`src/rtl/trace_config.svh`:
```
/*
 * Trace front end configuration
 * Window and rule sizes, ARM sync frame words, FIFO record
 * field layout and downstream credit depth.
 */

`ifndef TRACE_CONFIG_SVH
`define TRACE_CONFIG_SVH

// capture window and rule set
`define TRACE_BUF_WIDTH         64
`define TRACE_MATCH_RULES       8
`define TRACE_COUNT_WIDTH       8

// sync frame, top 16 bits and low byte of the reversed window
`define TRACE_SYNC_HEAD         16'h7fff
`define TRACE_SYNC_TAIL         8'hff

// timestamps carried in records
`define TRACE_SHORT_TIME_WIDTH  8
`define TRACE_FULL_TIME_WIDTH   16

// record layout: cmd | time | rule bits
`define TRACE_REC_WIDTH         18
`define TRACE_REC_CMD_START     16
`define TRACE_REC_TIME_START    8
`define TRACE_REC_DATA_START    0

// slots in the downstream FIFO
`define TRACE_CREDITS           4

`endif

```
`src/rtl/trace_pkg.sv`:
```
/*
 * Trace front end types
 * Vector types for the window, rule bits, counters,
 * timestamps and records, plus the record command and
 * packer state encodings.
 */

`include "trace_config.svh"

package trace_pkg;

   // datapath vectors
   typedef logic [`TRACE_BUF_WIDTH-1:0]        trace_buf_t;
   typedef logic [2:0]                         trace_width_t;
   typedef logic [`TRACE_MATCH_RULES-1:0]      rule_bits_t;
   typedef logic [`TRACE_COUNT_WIDTH-1:0]      match_count_t;

   // timestamps and records
   typedef logic [`TRACE_SHORT_TIME_WIDTH-1:0] short_time_t;
   typedef logic [`TRACE_FULL_TIME_WIDTH-1:0]  full_time_t;
   typedef logic [`TRACE_REC_WIDTH-1:0]        trace_rec_t;

   // holds 0 .. TRACE_CREDITS
   typedef logic [2:0]                         credit_t;

   // record command field, STAT kept reserved
   typedef enum logic [1:0] {
      CMD_DATA = 2'd0,
      CMD_TIME = 2'd1,
      CMD_STAT = 2'd2
   } rec_cmd_e;

   typedef enum logic [1:0] {
      PK_IDLE,
      PK_SEND_TIME,
      PK_SEND_DATA
   } packer_state_e;

endpackage

```
`src/rtl/trace_shifter.sv`:
```
/*
 * Trace shifter
 * Shifts 1, 2 or 4 trace bits per fe_clk into a 64-bit
 * window and presents it bit-reversed for big-endian compares.
 */

`timescale 1ns/1ps
`include "trace_config.svh"

module trace_shifter (
   input  logic                    fe_clk,
   input  logic                    reset,
   input  logic [3:0]              trace_data,
   input  trace_pkg::trace_width_t trace_width,
   output trace_pkg::trace_buf_t   window
);

   import trace_pkg::*;

   // raw shift register, newest bits at the bottom
   trace_buf_t buffer;

   ////////////////////////////////////////
   // shift in
   ////////////////////////////////////////

   // trace_data[0] is the oldest pin sample
   // so it lands above the later bits
   always_ff @(posedge fe_clk) begin
      if (reset) begin
         buffer <= '0;
      end else begin
         case (trace_width)
            3'd4: begin
               buffer <= {buffer[`TRACE_BUF_WIDTH-5:0],
                          trace_data[0], trace_data[1],
                          trace_data[2], trace_data[3]};
            end
            3'd2: begin
               buffer <= {buffer[`TRACE_BUF_WIDTH-3:0],
                          trace_data[0], trace_data[1]};
            end
            // width 1 and any illegal code
            default: begin
               buffer <= {buffer[`TRACE_BUF_WIDTH-2:0], trace_data[0]};
            end
         endcase
      end
   end

   ////////////////////////////////////////
   // endianness fix
   ////////////////////////////////////////

   // plain bit reversal of the whole window
   always_comb begin
      for (int i = 0; i < `TRACE_BUF_WIDTH; i++) begin
         window[i] = buffer[`TRACE_BUF_WIDTH-1-i];
      end
   end

endmodule

```
`src/rtl/trace_sync.sv`:
```
/*
 * Trace sync lock
 * Locks onto ARM sync frames in the window, drops lock on
 * resync or a trace width change, and strobes the cycles
 * where the window sits on a byte boundary.
 */

`timescale 1ns/1ps
`include "trace_config.svh"

module trace_sync (
   input  logic                    fe_clk,
   input  logic                    reset,
   input  trace_pkg::trace_buf_t   window,
   input  trace_pkg::trace_width_t trace_width,
   input  logic                    resync,
   output logic                    synchronized,
   output logic                    byte_valid
);

   import trace_pkg::*;

   trace_width_t width_r;
   logic [2:0]   phase;
   logic         width_changed;
   logic         frame_seen;

   assign width_changed = (trace_width != width_r);

   // head and tail together also catch half sync frames
   assign frame_seen = (window[`TRACE_BUF_WIDTH-1 -: 16] == `TRACE_SYNC_HEAD) &&
                       (window[7:0] == `TRACE_SYNC_TAIL);

   ////////////////////////////////////////
   // lock state and phase
   ////////////////////////////////////////

   always_ff @(posedge fe_clk) begin
      if (reset) begin
         synchronized <= 1'b0;
         phase        <= '0;
         width_r      <= '0;
      end else begin
         width_r <= trace_width;
         // loss wins over a fresh frame in the same cycle
         if (resync || width_changed) begin
            synchronized <= 1'b0;
            phase        <= '0;
         end else if (!synchronized && frame_seen) begin
            synchronized <= 1'b1;
            phase        <= 3'd1;
         end else if (synchronized) begin
            // free-running, wrap is intended
            phase <= phase + 3'd1;
         end
      end
   end

   // one byte every 8/width cycles
   always_comb begin
      case (trace_width)
         3'd1:    byte_valid = synchronized && (phase == 3'd0);
         3'd2:    byte_valid = synchronized && (phase[1:0] == 2'd0);
         3'd4:    byte_valid = synchronized && !phase[0];
         default: byte_valid = 1'b0;
      endcase
   end

endmodule

```
`src/rtl/trace_matcher.sv`:
```
/*
 * Trace pattern matcher
 * Compares the window against eight masked rules on each
 * byte-aligned cycle, counts hits per rule, keeps the last
 * matched window and raises the armed trigger on a new match.
 */

`timescale 1ns/1ps
`include "trace_config.svh"

module trace_matcher (
   input  logic                    fe_clk,
   input  logic                    reset,
   input  trace_pkg::trace_buf_t   window,
   input  logic                    byte_valid,
   input  logic                    capturing,
   input  logic                    arm,
   input  trace_pkg::rule_bits_t   rule_enable,
   input  trace_pkg::rule_bits_t   rule_trig_enable,
   input  trace_pkg::trace_buf_t   rule_pattern [`TRACE_MATCH_RULES],
   input  trace_pkg::trace_buf_t   rule_mask [`TRACE_MATCH_RULES],
   output trace_pkg::rule_bits_t   match_bits,
   output logic                    match_strobe,
   output trace_pkg::match_count_t match_count [`TRACE_MATCH_RULES],
   output trace_pkg::trace_buf_t   matched_data,
   output logic                    trigger_match
);

   import trace_pkg::*;

   rule_bits_t hit;
   logic       trig_now;
   logic       trig_prev;

   // all rules in parallel
   // trigger-enabled rules still fire outside capture
   always_comb begin
      for (int i = 0; i < `TRACE_MATCH_RULES; i++) begin
         hit[i] = byte_valid && rule_enable[i] &&
                  ((window & rule_mask[i]) == (rule_pattern[i] & rule_mask[i])) &&
                  (capturing || rule_trig_enable[i]);
      end
   end

   ////////////////////////////////////////
   // match bits, strobe, counters
   ////////////////////////////////////////

   // match_bits hold between aligned cycles
   always_ff @(posedge fe_clk) begin
      if (reset) begin
         match_bits   <= '0;
         match_strobe <= 1'b0;
         for (int i = 0; i < `TRACE_MATCH_RULES; i++) begin
            match_count[i] <= '0;
         end
      end else begin
         // only capturing hits become records
         match_strobe <= capturing && (|hit);
         if (byte_valid) begin
            match_bits <= hit;
         end
         for (int i = 0; i < `TRACE_MATCH_RULES; i++) begin
            if (hit[i]) begin
               match_count[i] <= match_count[i] + 1'b1;
            end
         end
      end
   end

   always_ff @(posedge fe_clk) begin
      if (|hit) begin
         matched_data <= window;
      end
   end

   ////////////////////////////////////////
   // trigger edge
   ////////////////////////////////////////

   assign trig_now = |(match_bits & rule_trig_enable);

   always_ff @(posedge fe_clk) begin
      if (reset) begin
         trig_prev     <= 1'b0;
         trigger_match <= 1'b0;
      end else begin
         trig_prev     <= trig_now;
         // none-to-some transition only
         trigger_match <= arm && trig_now && !trig_prev;
      end
   end

endmodule

```
`src/rtl/trace_packer.sv`:
```
/*
 * Trace record packer
 * Times the gap between DATA records, turns each capture
 * match into an optional TIME record plus a DATA record,
 * and paces output by the downstream FIFO credits.
 */

`timescale 1ns/1ps
`include "trace_config.svh"

module trace_packer (
   input  logic                  fe_clk,
   input  logic                  reset,
   input  trace_pkg::rule_bits_t match_bits,
   input  logic                  match_strobe,
   input  logic                  rec_credit,
   output logic                  rec_valid,
   output trace_pkg::trace_rec_t rec_data,
   output logic                  rec_overflow
);

   import trace_pkg::*;

   packer_state_e state;
   credit_t       credits;
   full_time_t    gap_timer;
   full_time_t    pend_gap;
   rule_bits_t    pend_bits;
   trace_rec_t    time_rec;
   trace_rec_t    data_rec;
   logic          can_send;
   logic          send_time;
   logic          send_data;
   logic          gap_long;

   // a record already on rec_valid still owes its credit
   assign can_send  = (credits > credit_t'(rec_valid));
   assign send_time = (state == PK_SEND_TIME) && can_send;
   assign send_data = (state == PK_SEND_DATA) && can_send;
   // gap too wide for the short field
   assign gap_long  = (gap_timer > full_time_t'((1 << `TRACE_SHORT_TIME_WIDTH) - 1));

   ////////////////////////////////////////
   // record formats
   ////////////////////////////////////////

   always_comb begin
      time_rec = '0;
      time_rec[`TRACE_REC_CMD_START +: $bits(rec_cmd_e)]       = CMD_TIME;
      time_rec[`TRACE_REC_DATA_START +: `TRACE_FULL_TIME_WIDTH] = pend_gap;
      data_rec = '0;
      data_rec[`TRACE_REC_CMD_START +: $bits(rec_cmd_e)]         = CMD_DATA;
      data_rec[`TRACE_REC_TIME_START +: `TRACE_SHORT_TIME_WIDTH] =
         pend_gap[`TRACE_SHORT_TIME_WIDTH-1:0];
      data_rec[`TRACE_REC_DATA_START +: `TRACE_MATCH_RULES]      = pend_bits;
   end

   ////////////////////////////////////////
   // FSM and overflow
   ////////////////////////////////////////

   always_ff @(posedge fe_clk) begin
      if (reset) begin
         state        <= PK_IDLE;
         rec_valid    <= 1'b0;
         rec_overflow <= 1'b0;
      end else begin
         rec_valid <= send_time || send_data;
         case (state)
            PK_IDLE:      if (match_strobe) state <= gap_long ? PK_SEND_TIME : PK_SEND_DATA;
            PK_SEND_TIME: if (can_send) state <= PK_SEND_DATA;
            PK_SEND_DATA: if (can_send) state <= PK_IDLE;
            default:      state <= PK_IDLE;
         endcase
         // slot busy, this match is lost, sticky until reset
         if (match_strobe && (state != PK_IDLE)) begin
            rec_overflow <= 1'b1;
         end
      end
   end

   // pending slot, gap cleared once TIME has carried it
   always_ff @(posedge fe_clk) begin
      if ((state == PK_IDLE) && match_strobe) begin
         pend_bits <= match_bits;
         pend_gap  <= gap_timer;
      end else if (send_time) begin
         pend_gap <= '0;
      end
      if (send_time) begin
         rec_data <= time_rec;
      end else if (send_data) begin
         rec_data <= data_rec;
      end
   end

   ////////////////////////////////////////
   // gap timer and credits
   ////////////////////////////////////////

   always_ff @(posedge fe_clk) begin
      if (reset) begin
         gap_timer <= '0;
         credits   <= credit_t'(`TRACE_CREDITS);
      end else begin
         // restart at each DATA record, saturate at 16 bits
         if (send_data) begin
            gap_timer <= '0;
         end else if (gap_timer != '1) begin
            gap_timer <= gap_timer + 1'b1;
         end
         // spend and return in one cycle cancel
         case ({rec_valid, rec_credit})
            2'b10:   credits <= credits - 1'b1;
            2'b01:   if (credits != credit_t'(`TRACE_CREDITS)) credits <= credits + 1'b1;
            default: credits <= credits;
         endcase
      end
   end

endmodule

```
`src/rtl/trace_frontend.sv`:
```
/*
 * ARM parallel trace capture front end
 * Shifter, sync lock, pattern matcher and record packer
 * chained in the fe_clk domain.
 */

`timescale 1ns/1ps
`include "trace_config.svh"

module trace_frontend (
   input  logic                    fe_clk,
   input  logic                    reset,
   // trace port
   input  logic [3:0]              trace_data,
   input  trace_pkg::trace_width_t trace_width,
   // control
   input  logic                    resync,
   input  logic                    capturing,
   input  logic                    arm,
   input  trace_pkg::rule_bits_t   rule_enable,
   input  trace_pkg::rule_bits_t   rule_trig_enable,
   input  trace_pkg::trace_buf_t   rule_pattern [`TRACE_MATCH_RULES],
   input  trace_pkg::trace_buf_t   rule_mask [`TRACE_MATCH_RULES],
   // FIFO credit return
   input  logic                    rec_credit,
   // status
   output logic                    synchronized,
   output trace_pkg::match_count_t match_count [`TRACE_MATCH_RULES],
   output trace_pkg::trace_buf_t   matched_data,
   output logic                    trigger_match,
   // record stream
   output logic                    rec_valid,
   output trace_pkg::trace_rec_t   rec_data,
   output logic                    rec_overflow
);

   import trace_pkg::*;

   trace_buf_t window;
   logic       byte_valid;
   rule_bits_t match_bits;
   logic       match_strobe;

   trace_shifter trace_shifter_inst (
      .fe_clk      (fe_clk),
      .reset       (reset),
      .trace_data  (trace_data),
      .trace_width (trace_width),
      .window      (window)
   );

   trace_sync trace_sync_inst (
      .fe_clk       (fe_clk),
      .reset        (reset),
      .window       (window),
      .trace_width  (trace_width),
      .resync       (resync),
      .synchronized (synchronized),
      .byte_valid   (byte_valid)
   );

   trace_matcher trace_matcher_inst (
      .fe_clk           (fe_clk),
      .reset            (reset),
      .window           (window),
      .byte_valid       (byte_valid),
      .capturing        (capturing),
      .arm              (arm),
      .rule_enable      (rule_enable),
      .rule_trig_enable (rule_trig_enable),
      .rule_pattern     (rule_pattern),
      .rule_mask        (rule_mask),
      .match_bits       (match_bits),
      .match_strobe     (match_strobe),
      .match_count      (match_count),
      .matched_data     (matched_data),
      .trigger_match    (trigger_match)
   );

   trace_packer trace_packer_inst (
      .fe_clk       (fe_clk),
      .reset        (reset),
      .match_bits   (match_bits),
      .match_strobe (match_strobe),
      .rec_credit   (rec_credit),
      .rec_valid    (rec_valid),
      .rec_data     (rec_data),
      .rec_overflow (rec_overflow)
   );

endmodule

```
`config.mk`:
```
export PLATFORM = sky130hd
export DESIGN_NAME = trace_frontend
export DESIGN_NICKNAME = d
export VERILOG_FILES = /design/src/rtl/trace_pkg.sv /design/src/rtl/trace_shifter.sv /design/src/rtl/trace_sync.sv /design/src/rtl/trace_matcher.sv /design/src/rtl/trace_packer.sv /design/src/rtl/trace_frontend.sv
export VERILOG_INCLUDE_DIRS = /design/src /design/src/rtl
export SDC_FILE = /design/constraint.sdc
export NUM_CORES = 1
export LEC_CHECK = 0
export BUFFER_PORTS_ARGS = -buffer_cell sky130_fd_sc_hd__buf_2
export CAP_MARGIN = 20
export CORE_AREA = 8 8 456 458
export CTS_CLUSTER_SIZE = 10
export DETAILED_ROUTE_END_ITERATION = 10
export DIE_AREA = 0 0 464 466
export SLEW_MARGIN = 20
export SYNTH_ARGS = -nofsm -noshare
export SYNTH_HDL_FRONTEND = slang
export SYNTH_HIERARCHICAL = 1
export SYNTH_SLANG_ARGS = --single-unit
```
`constraint.sdc`:
```
create_clock -name fe_clk -period 8.4 [get_ports fe_clk]
set_clock_uncertainty 0.1 [all_clocks]
set_input_delay 2.52 -clock fe_clk [delete_from_list [all_inputs] [get_ports fe_clk]]
set_output_delay 2.52 -clock fe_clk [all_outputs]
set_load 0.05 [all_outputs]
```
==> flow_metrics.tcl, run 1 <==
set metrics [dict create \
    yosysSeqAreaShare_pct 33.6 \
    die_height_microns 466 \
    synth_top_cell_by_area "xor2_1" \
    drt-initial-drc-count 2652 \
    cts.clk_slew.worst_paths_ps 60 \
    period_needed_ps 6210 \
    final_common_cell "buf_2" \
    synth_area_leaders "xor2_1 24%, dfxtp_1 18%, edfxtp_1 16%" \
    clock.fmax_ghz 0.161 \
    numCtsBuffers 44 \
    worst-path-max-fanout 27 \
    syn2layout_area_growth_pct 56.6 \
    yosys_warnings 6 \
    final_util_pct 15.1 \
    via_per_inst 4.25 \
    layout_common_cells "1200 x buf_2, 522 x xor2_1, 270 x a22oi_1, 114 x dfxtp_1, 104 x edfxtp_1" \
    slew_headroom_pct 26.0 \
    yosys.area_share.simple_pct 11.3 \
    drv_cap 0 \
    start_util_pct 9.66 \
    synthMuxAreaShare_pct 1.39 \
    critPathCaptureType "flip-flop" \
    ant_nets 0 \
    insertion_delay_ps 660 \
    ys_ff_latch 274 \
    worstPathRequired_ps 8610 \
    netlist_instances 1977 \
    tightest_slew_ps 1110 \
    drc 0 \
    synth_adder_area_share_pct 0.877 \
    rsz0062_at_grt "false" \
    combPwrFrac_pct 26.8 \
    power_density_nw_per_um2 155 \
    synth.net_count 3043 \
    nets 4237 \
    synth_xor_area_share_pct 24.0 \
    irDropWorstVdd_v 0.000123 \
    cts_tree "yes" \
    antenna_found_initial 503 \
    cts_setup_buffers 0 \
    synth_top_family_by_area "XOR/XNOR gates" \
    setup_viol 0 \
    ys.flop_type "dfxtp_1" \
    critical_path_class "input pin to flip-flop" \
    hp-class "flip-flop to flip-flop" \
    clockBufferDepth 3 \
    ioPinCount 1203 \
    cell_internal_pwr_mw 2.96 \
    dr.pass1.iters 6 \
    pwr-share-clk_pct 40.4 \
    avgSynthCellArea_sq_um 9.82 \
    leakage_nw 13.4 \
    run_status "finished clean" \
    dpl.hpwl_microns 262000 \
    clockRootBuffer "clkbuf_16" \
    dr_total_vias 25600 \
    holdBufCountCts 0 \
    wl_per_cell_microns 49.3 \
    overflow 0 \
    fin_crit_sh_pct 73.9 \
    drt_wl_total_microns 297000 \
    hold_viol_final 0 \
    grt_max_degree 66 \
    dieWidth_microns 464 \
    grt_pass1_wl_microns 349000 \
    mappedNetlistArea_sq_um 19400 \
    p_sw_mw 1.76 \
    synth_compound_area_share_pct 22.8 \
    yosysTopAreaCellShare_pct 23.6 \
    rows 165 \
    seqPwrFrac_pct 32.9 \
    coreArea_sq_um 201000 \
    grt_pass1_vias 24200 \
    port-buffer-count 1201 \
    drv_slew 0 \
    crit_path_start_kind "input pin" \
    cts_num_sinks 274 \
    ys_async_sr_fraction_pct 0 \
    gp_congestion 1.01 \
    dieArea_sq_um 216000 \
    drive_gt1_share_pct 47.1 \
    whs_ps 352 \
    synth_cell_types 66 \
    ctsResizeCount 0 \
    h-tree-depth 2 \
    grt_usage_pct 26.0 \
    swShare_pct 37.3 \
    worstPathArrival_ps 6420 \
    fillCellCount 23100 \
    finalSetupTns_ps 0 \
    synth_edf_count 104 \
]
## cells in the mapped netlist (5+ instances only)
| cell | instances |
|---|---|
| a211oi_1 | 5 |
| a21oi_1 | 78 |
| a221oi_2 | 61 |
| a222oi_1 | 9 |
| a22oi_1 | 270 |
| and2_1 | 16 |
| buf_1 | 6 |
| buf_2 | 51 |
| buf_4 | 15 |
| buf_6 | 31 |
| clkbuf_1 | 18 |
| dfxtp_1 | 170 |
| edfxtp_1 | 104 |
| ha_1 | 12 |
| inv_1 | 90 |
| mux2_2 | 16 |
| mux2i_1 | 9 |
| nand2_1 | 32 |
| nand2b_1 | 14 |
| nand3_1 | 37 |
| nand4_1 | 86 |
| nor2_1 | 42 |
| nor3_1 | 26 |
| nor4_1 | 6 |
| nor4b_2 | 5 |
| o211ai_1 | 8 |
| o21ai_0 | 20 |
| o22ai_1 | 64 |
| o31ai_1 | 32 |
| or2_2 | 5 |
| or3_1 | 13 |
| or4_1 | 32 |
| xnor2_1 | 11 |
| xor2_1 | 522 |
## worst max-delay path, cell delays in order
cell and delay [ps]:
buf_2 140, nand2b_1 180, nor3_1 190, nor2_1 110, nor3_2 350, buf_4 340
o211ai_1 250, a21oi_1 190, nand4_1 120, nor3_1 310, nand3_1 320, nand4_1 230
or2_4 590, buf_4 430
## layout make-up
class | count | area [sq um] | area share [%]
diodes | 154 | 385 | 1.27
clock buffers | 59 | 1270 | 4.18
clock inverters | 21 | 161 | 0.531
inverters | 92 | 347 | 1.14
multi-input cells | 1488 | 11800 | 38.7
flip-flops and latches | 274 | 6600 | 21.7
well taps | 2672 | 3340 | 11.0
repair buffers | 1271 | 6540 | 21.5
## through the flow
stage / power (mW) / instances / setup WS [ps] / cell area [sq um]
global placement: 2.84 / 5797 / 1520 / 28600
detailed placement: 2.84 / 5797 / 1470 / 28600
floorplan: 1.98 / 1977 / 2860 / 19400
global route: 4.85 / 5967 / 2060 / 30200
CTS: 4.78 / 5877 / 2180 / 30000
finish: 4.72 / 6031 / 2190 / 30400
## power groups by stage
stage	registers (mW)	logic, mW	clock network [mW]
after global placement	1.58	1.26	0
after CTS	1.56	1.26	1.96
after detailed placement	1.58	1.26	0
after global routing	1.55	1.30	2.00
after floorplan	1.46	0.520	0
final	1.55	1.26	1.90
## sequential cells by signal, summed over array words and instances, names as in the netlist, 8 cells and up
signal,count
trace_packer_inst/rec_data,17
trace_shifter_inst/buffer,64
trace_matcher_inst/matched_data,64
trace_packer_inst/pend_bits,8
trace_packer_inst/gap_timer,16
trace_matcher_inst/match_bits,8
trace_packer_inst/pend_gap,16
trace_matcher_inst/match_count,64
## metal layers
| layer | track usage (%) | vias up | part of all wire (%) |
|---|---|---|---|
| li1 | - | 10100 | - |
| met1 | 29.8 | 12300 | 38 |
| met2 | 42.9 | 2226 | 46 |
| met3 | 10.9 | 814 | 11 |
| met4 | 9.84 | 200 | 4.6 |
| met5 | 0 | - | 0.43 |
## final timing paths
kind / cells past startpoint / slack [ps] / to / startpoint
max: 14 / 2190 / trace_matcher_inst/matched_data[59] / trace_width[2]
min: 2 / 350 / trace_packer_inst/rec_overflow / trace_packer_inst/rec_overflow
max reg2reg: 9 / 3470 / trace_matcher_inst/matched_data[59] / trace_shifter_inst/buffer[56]
min reg2reg: 2 / 350 / trace_packer_inst/rec_overflow / trace_packer_inst/rec_overflow
## logic make-up (layout without fill, tap and decap cells)
kind of cell / count (synthesis) / after routing
AOI/OAI and AO/OA: 566 / 566
xor gates and xnor gates: 533 / 533
and+or+nand+nor: 350 / 350
DFF: 274 / 274
buffers and inverters: 215 / 1443
muxes: 25 / 25
adders and majority gates: 13 / 13
other: 1 / 155
Note: power is estimated with default switching activity, not from simulation.
==> run 2, diff against run 1 <==
--- a/config.mk
+++ b/config.mk
@@ -6,12 +6,13 @@
 export SDC_FILE = /design/constraint.sdc
 export NUM_CORES = 1
 export LEC_CHECK = 0
+export ABC_AREA = 1
 export BUFFER_PORTS_ARGS = -buffer_cell sky130_fd_sc_hd__buf_2
 export CAP_MARGIN = 20
-export CORE_AREA = 8 8 456 458
+export CORE_AREA = 8 8 459 461
 export CTS_CLUSTER_SIZE = 10
 export DETAILED_ROUTE_END_ITERATION = 10
-export DIE_AREA = 0 0 464 466
+export DIE_AREA = 0 0 467 469
 export SLEW_MARGIN = 20
 export SYNTH_ARGS = -nofsm -noshare
 export SYNTH_HDL_FRONTEND = slang
==> constraint.sdc (replaced) <==
create_clock -name fe_clk -period 6.47 [get_ports fe_clk]
set_clock_uncertainty 0.1 [all_clocks]
set_input_delay 1.941 -clock fe_clk [delete_from_list [all_inputs] [get_ports fe_clk]]
set_output_delay 1.941 -clock fe_clk [all_outputs]
set_load 0.05 [all_outputs]
==> run 2 against run 1 <==
Against the previous run: total power is 20% higher; area after synthesis up 41%; non-clock buffer count up 20; first-iteration DRC count is 120% higher; largest power group unchanged; clock power grew 21%; final cell count up 51%; critical path type unchanged; setup slack worse by 1300 ps; combinational power increased by 24%; largest cell class unchanged; synthesized cell count rose by 150%; via count up 62%.
==> flow_metrics.tcl, run 2 <==
set metrics [dict create \
    run_status "finished clean" \
    min_from "trace_matcher_inst/trig_prev" \
    dieArea_sq_um 219000 \
    seqPwrFrac_pct 31.9 \
    rsz0062_at_grt "false" \
    synth_top_cell_by_area "nand2_1" \
    wl_per_cell_microns 37.4 \
    drc 0 \
    rows 166 \
    synth_top_cells_by_count "1551 x nand2_1, 857 x nor2_1, 646 x inv_1" \
    h-tree-depth 2 \
    drt_wl_total_microns 341000 \
    gp_congestion 1.04 \
    nets 7182 \
    leakage_nw 19.2 \
    drt-initial-drc-count 5883 \
    crit_top_cell "nand2_1" \
    layout_common_cells "1550 x nand2_1, 1200 x buf_2, 856 x nor2_1, 644 x inv_1, 606 x nand3_1" \
    holdBufCountCts 0 \
    overflow 0 \
    drv_cap 0 \
    ioPinCount 1203 \
    power_density_nw_per_um2 147 \
    final_common_cell "nand2_1" \
    dr_total_vias 41500 \
    numCtsBuffers 41 \
    antenna_found_initial 581 \
    slowest_stage "nand2_4" \
    cts_tree "yes" \
    ys.flop_type "dfxtp_1" \
    start_util_pct 13.5 \
    synth_cell_types 51 \
    slew_headroom_pct 27.4 \
    synth_edf_count 104 \
    yosys_warnings 6 \
    worstPathCellList "buf_2 > nor2_1 > o21ai_0 > nand2_1 > nor3_2 > buf_4 > buf_4 > nand2_1 > inv_1 > nand2_1 > a31oi_1 > nand4_1 > nor2_1 > nand3_2 > nand2_1 > nor2_1 > nand2_4 > buf_4" \
    synth.net_count 5979 \
    netlist_instances 4913 \
    grt_pass1_wl_microns 410000 \
    grt_max_degree 106 \
    fin_crit_sh_pct 85.7 \
    insertion_delay_ps 660 \
    reg2reg_depth 14 \
    ys_async_sr_fraction_pct 0 \
    cts_setup_buffers 0 \
    yosysSeqAreaShare_pct 23.8 \
    worstPathRequired_ps 6730 \
    drv_slew 0 \
    cts_num_sinks 274 \
    grt_pass1_vias 35300 \
    hold_depth 1 \
    setup_viol 0 \
    crit_path_start_kind "input pin" \
    cell_internal_pwr_mw 3.62 \
    mappedNetlistArea_sq_um 27500 \
    top_regs "trace_matcher_inst/match_count: 64 flops, trace_matcher_inst/matched_data: 64 flops, trace_shifter_inst/buffer: 64 flops" \
    reg2reg_from "trace_shifter_inst/buffer[27]" \
    pwr-share-clk_pct 40.5 \
    yosysTopAreaCellShare_pct 21.2 \
    via_per_inst 4.55 \
    hp-class "flip-flop to flip-flop" \
    clockRootBuffer "clkbuf_16" \
    dpl.hpwl_microns 304000 \
    worstPathArrival_ps 5800 \
    dieWidth_microns 467 \
    hold_viol_final 0 \
    clockBufferDepth 3 \
    drive_gt1_share_pct 25.5 \
    tightest_slew_ps 1090 \
    p_sw_mw 2.05 \
    cts.clk_slew.worst_paths_ps 60 \
    worst-path-max-fanout 25 \
    irDropWorstVdd_v 0.000164 \
    ctsResizeCount 0 \
    crit_path_max_incr_delay_ps 530 \
    synth_area_leaders "nand2_1 21%, dfxtp_1 12%, nor2_1 12%" \
    dr.pass1.iters 7 \
    period_needed_ps 5550 \
    swShare_pct 36.1 \
    die_height_microns 469 \
    synth_most_common_cell "nand2_1" \
    worstSetupStartpoint "trace_width[0]" \
    critPathCaptureType "flip-flop" \
    port-buffer-count 1201 \
    combPwrFrac_pct 27.6 \
    ys_ff_latch 274 \
    grt_usage_pct 29.4 \
    avgSynthCellArea_sq_um 5.59 \
    clock.fmax_ghz 0.180 \
    ant_nets 0 \
    critical_path_class "input pin to flip-flop" \
    final_util_pct 19.0 \
    finalSetupTns_ps 0 \
    syn2layout_area_growth_pct 40.4 \
    coreArea_sq_um 203000 \
]
[run 2: changes by cell type after synthesis, moves of 181 or more]
| cell | change |
|---|---|
| a22oi_1 | -270 |
| xor2_1 | -496 |
| inv_1 | +556 |
| nand2_1 | +1519 |
| nor2_1 | +815 |
| nand4_1 | +181 |
| nand3_1 | +569 |
[run 2: through the flow]
stage | instance area, sq um | total power, mW | setup WS (ps) | cells | hold slack, ps
after detailed placement | 36600 | 3.35 | 253 | 8761 | 287
after global routing | 38300 | 5.85 | 952 | 8991 | 326
after CTS | 37900 | 5.64 | 950 | 8835 | 296
after floorplan | 27500 | 2.49 | 1260 | 4913 | 267
final | 38600 | 5.66 | 924 | 9105 | 300
after global placement | 36600 | 3.34 | 185 | 8761 | 271
[run 2: cell type report]
type,instances,area (sq um)
Clock inverter,16,155
Antenna cell,270,676
Timing Repair Buffer,1291,6710
Clock buffer,58,1140
Multi-Input combinational cell,3836,17400
Sequential cell,274,6530
Tap cell,2688,3360
Inverter,672,2530
Fill cell,24000,165000
[run 2: path summary, 6_finish.rpt]
kind | to | slack [ps]
min | trace_matcher_inst/trigger_match | 300
max reg2reg | trace_matcher_inst/matched_data[37] | 1470
max | trace_matcher_inst/matched_data[37] | 920
min reg2reg | trace_matcher_inst/trigger_match | 300
[run 2: power groups by stage]
stage / combinational (mW) / clock [mW] / sequential, mW
6_report: 1.56 / 2.29 / 1.81
5_1_grt: 1.65 / 2.39 / 1.81
4_1_cts: 1.51 / 2.32 / 1.81
3_5_place_dp: 1.50 / 0 / 1.85
3_3_place_gp: 1.49 / 0 / 1.85
2_1_floorplan: 0.648 / 0 / 1.84
[run 2: critical path, delay by kind of cell]
kind | cells | cell delay (ps)
AND/OR/NAND/NOR | 11 | 2260
buffers and inverters | 5 | 1080
AO/OA/AOI/OAI | 2 | 340
[run 2: kinds of logic (layout without fill, tap and decap cells)]
kind of cell	Yosys count	count (layout)	synth area share [%]
compound gates	173	173	3.33
flops	274	274	23.8
fa+ha+maj	13	13	0.620
other cells	1	271	0.0137
buf+inv	803	2037	12.8
xor+xnor	34	34	1.08
simple gates	3615	3615	58.4
[run 2: layer usage]
layer	global-route usage, %	part of all wire (%)	vias to the layer above
met5	0	0.43	-
li1	-	-	18400
met2	42.7	40	3210
met4	18.0	7.2	220
met3	16.0	15	975
met1	33.5	37	18700
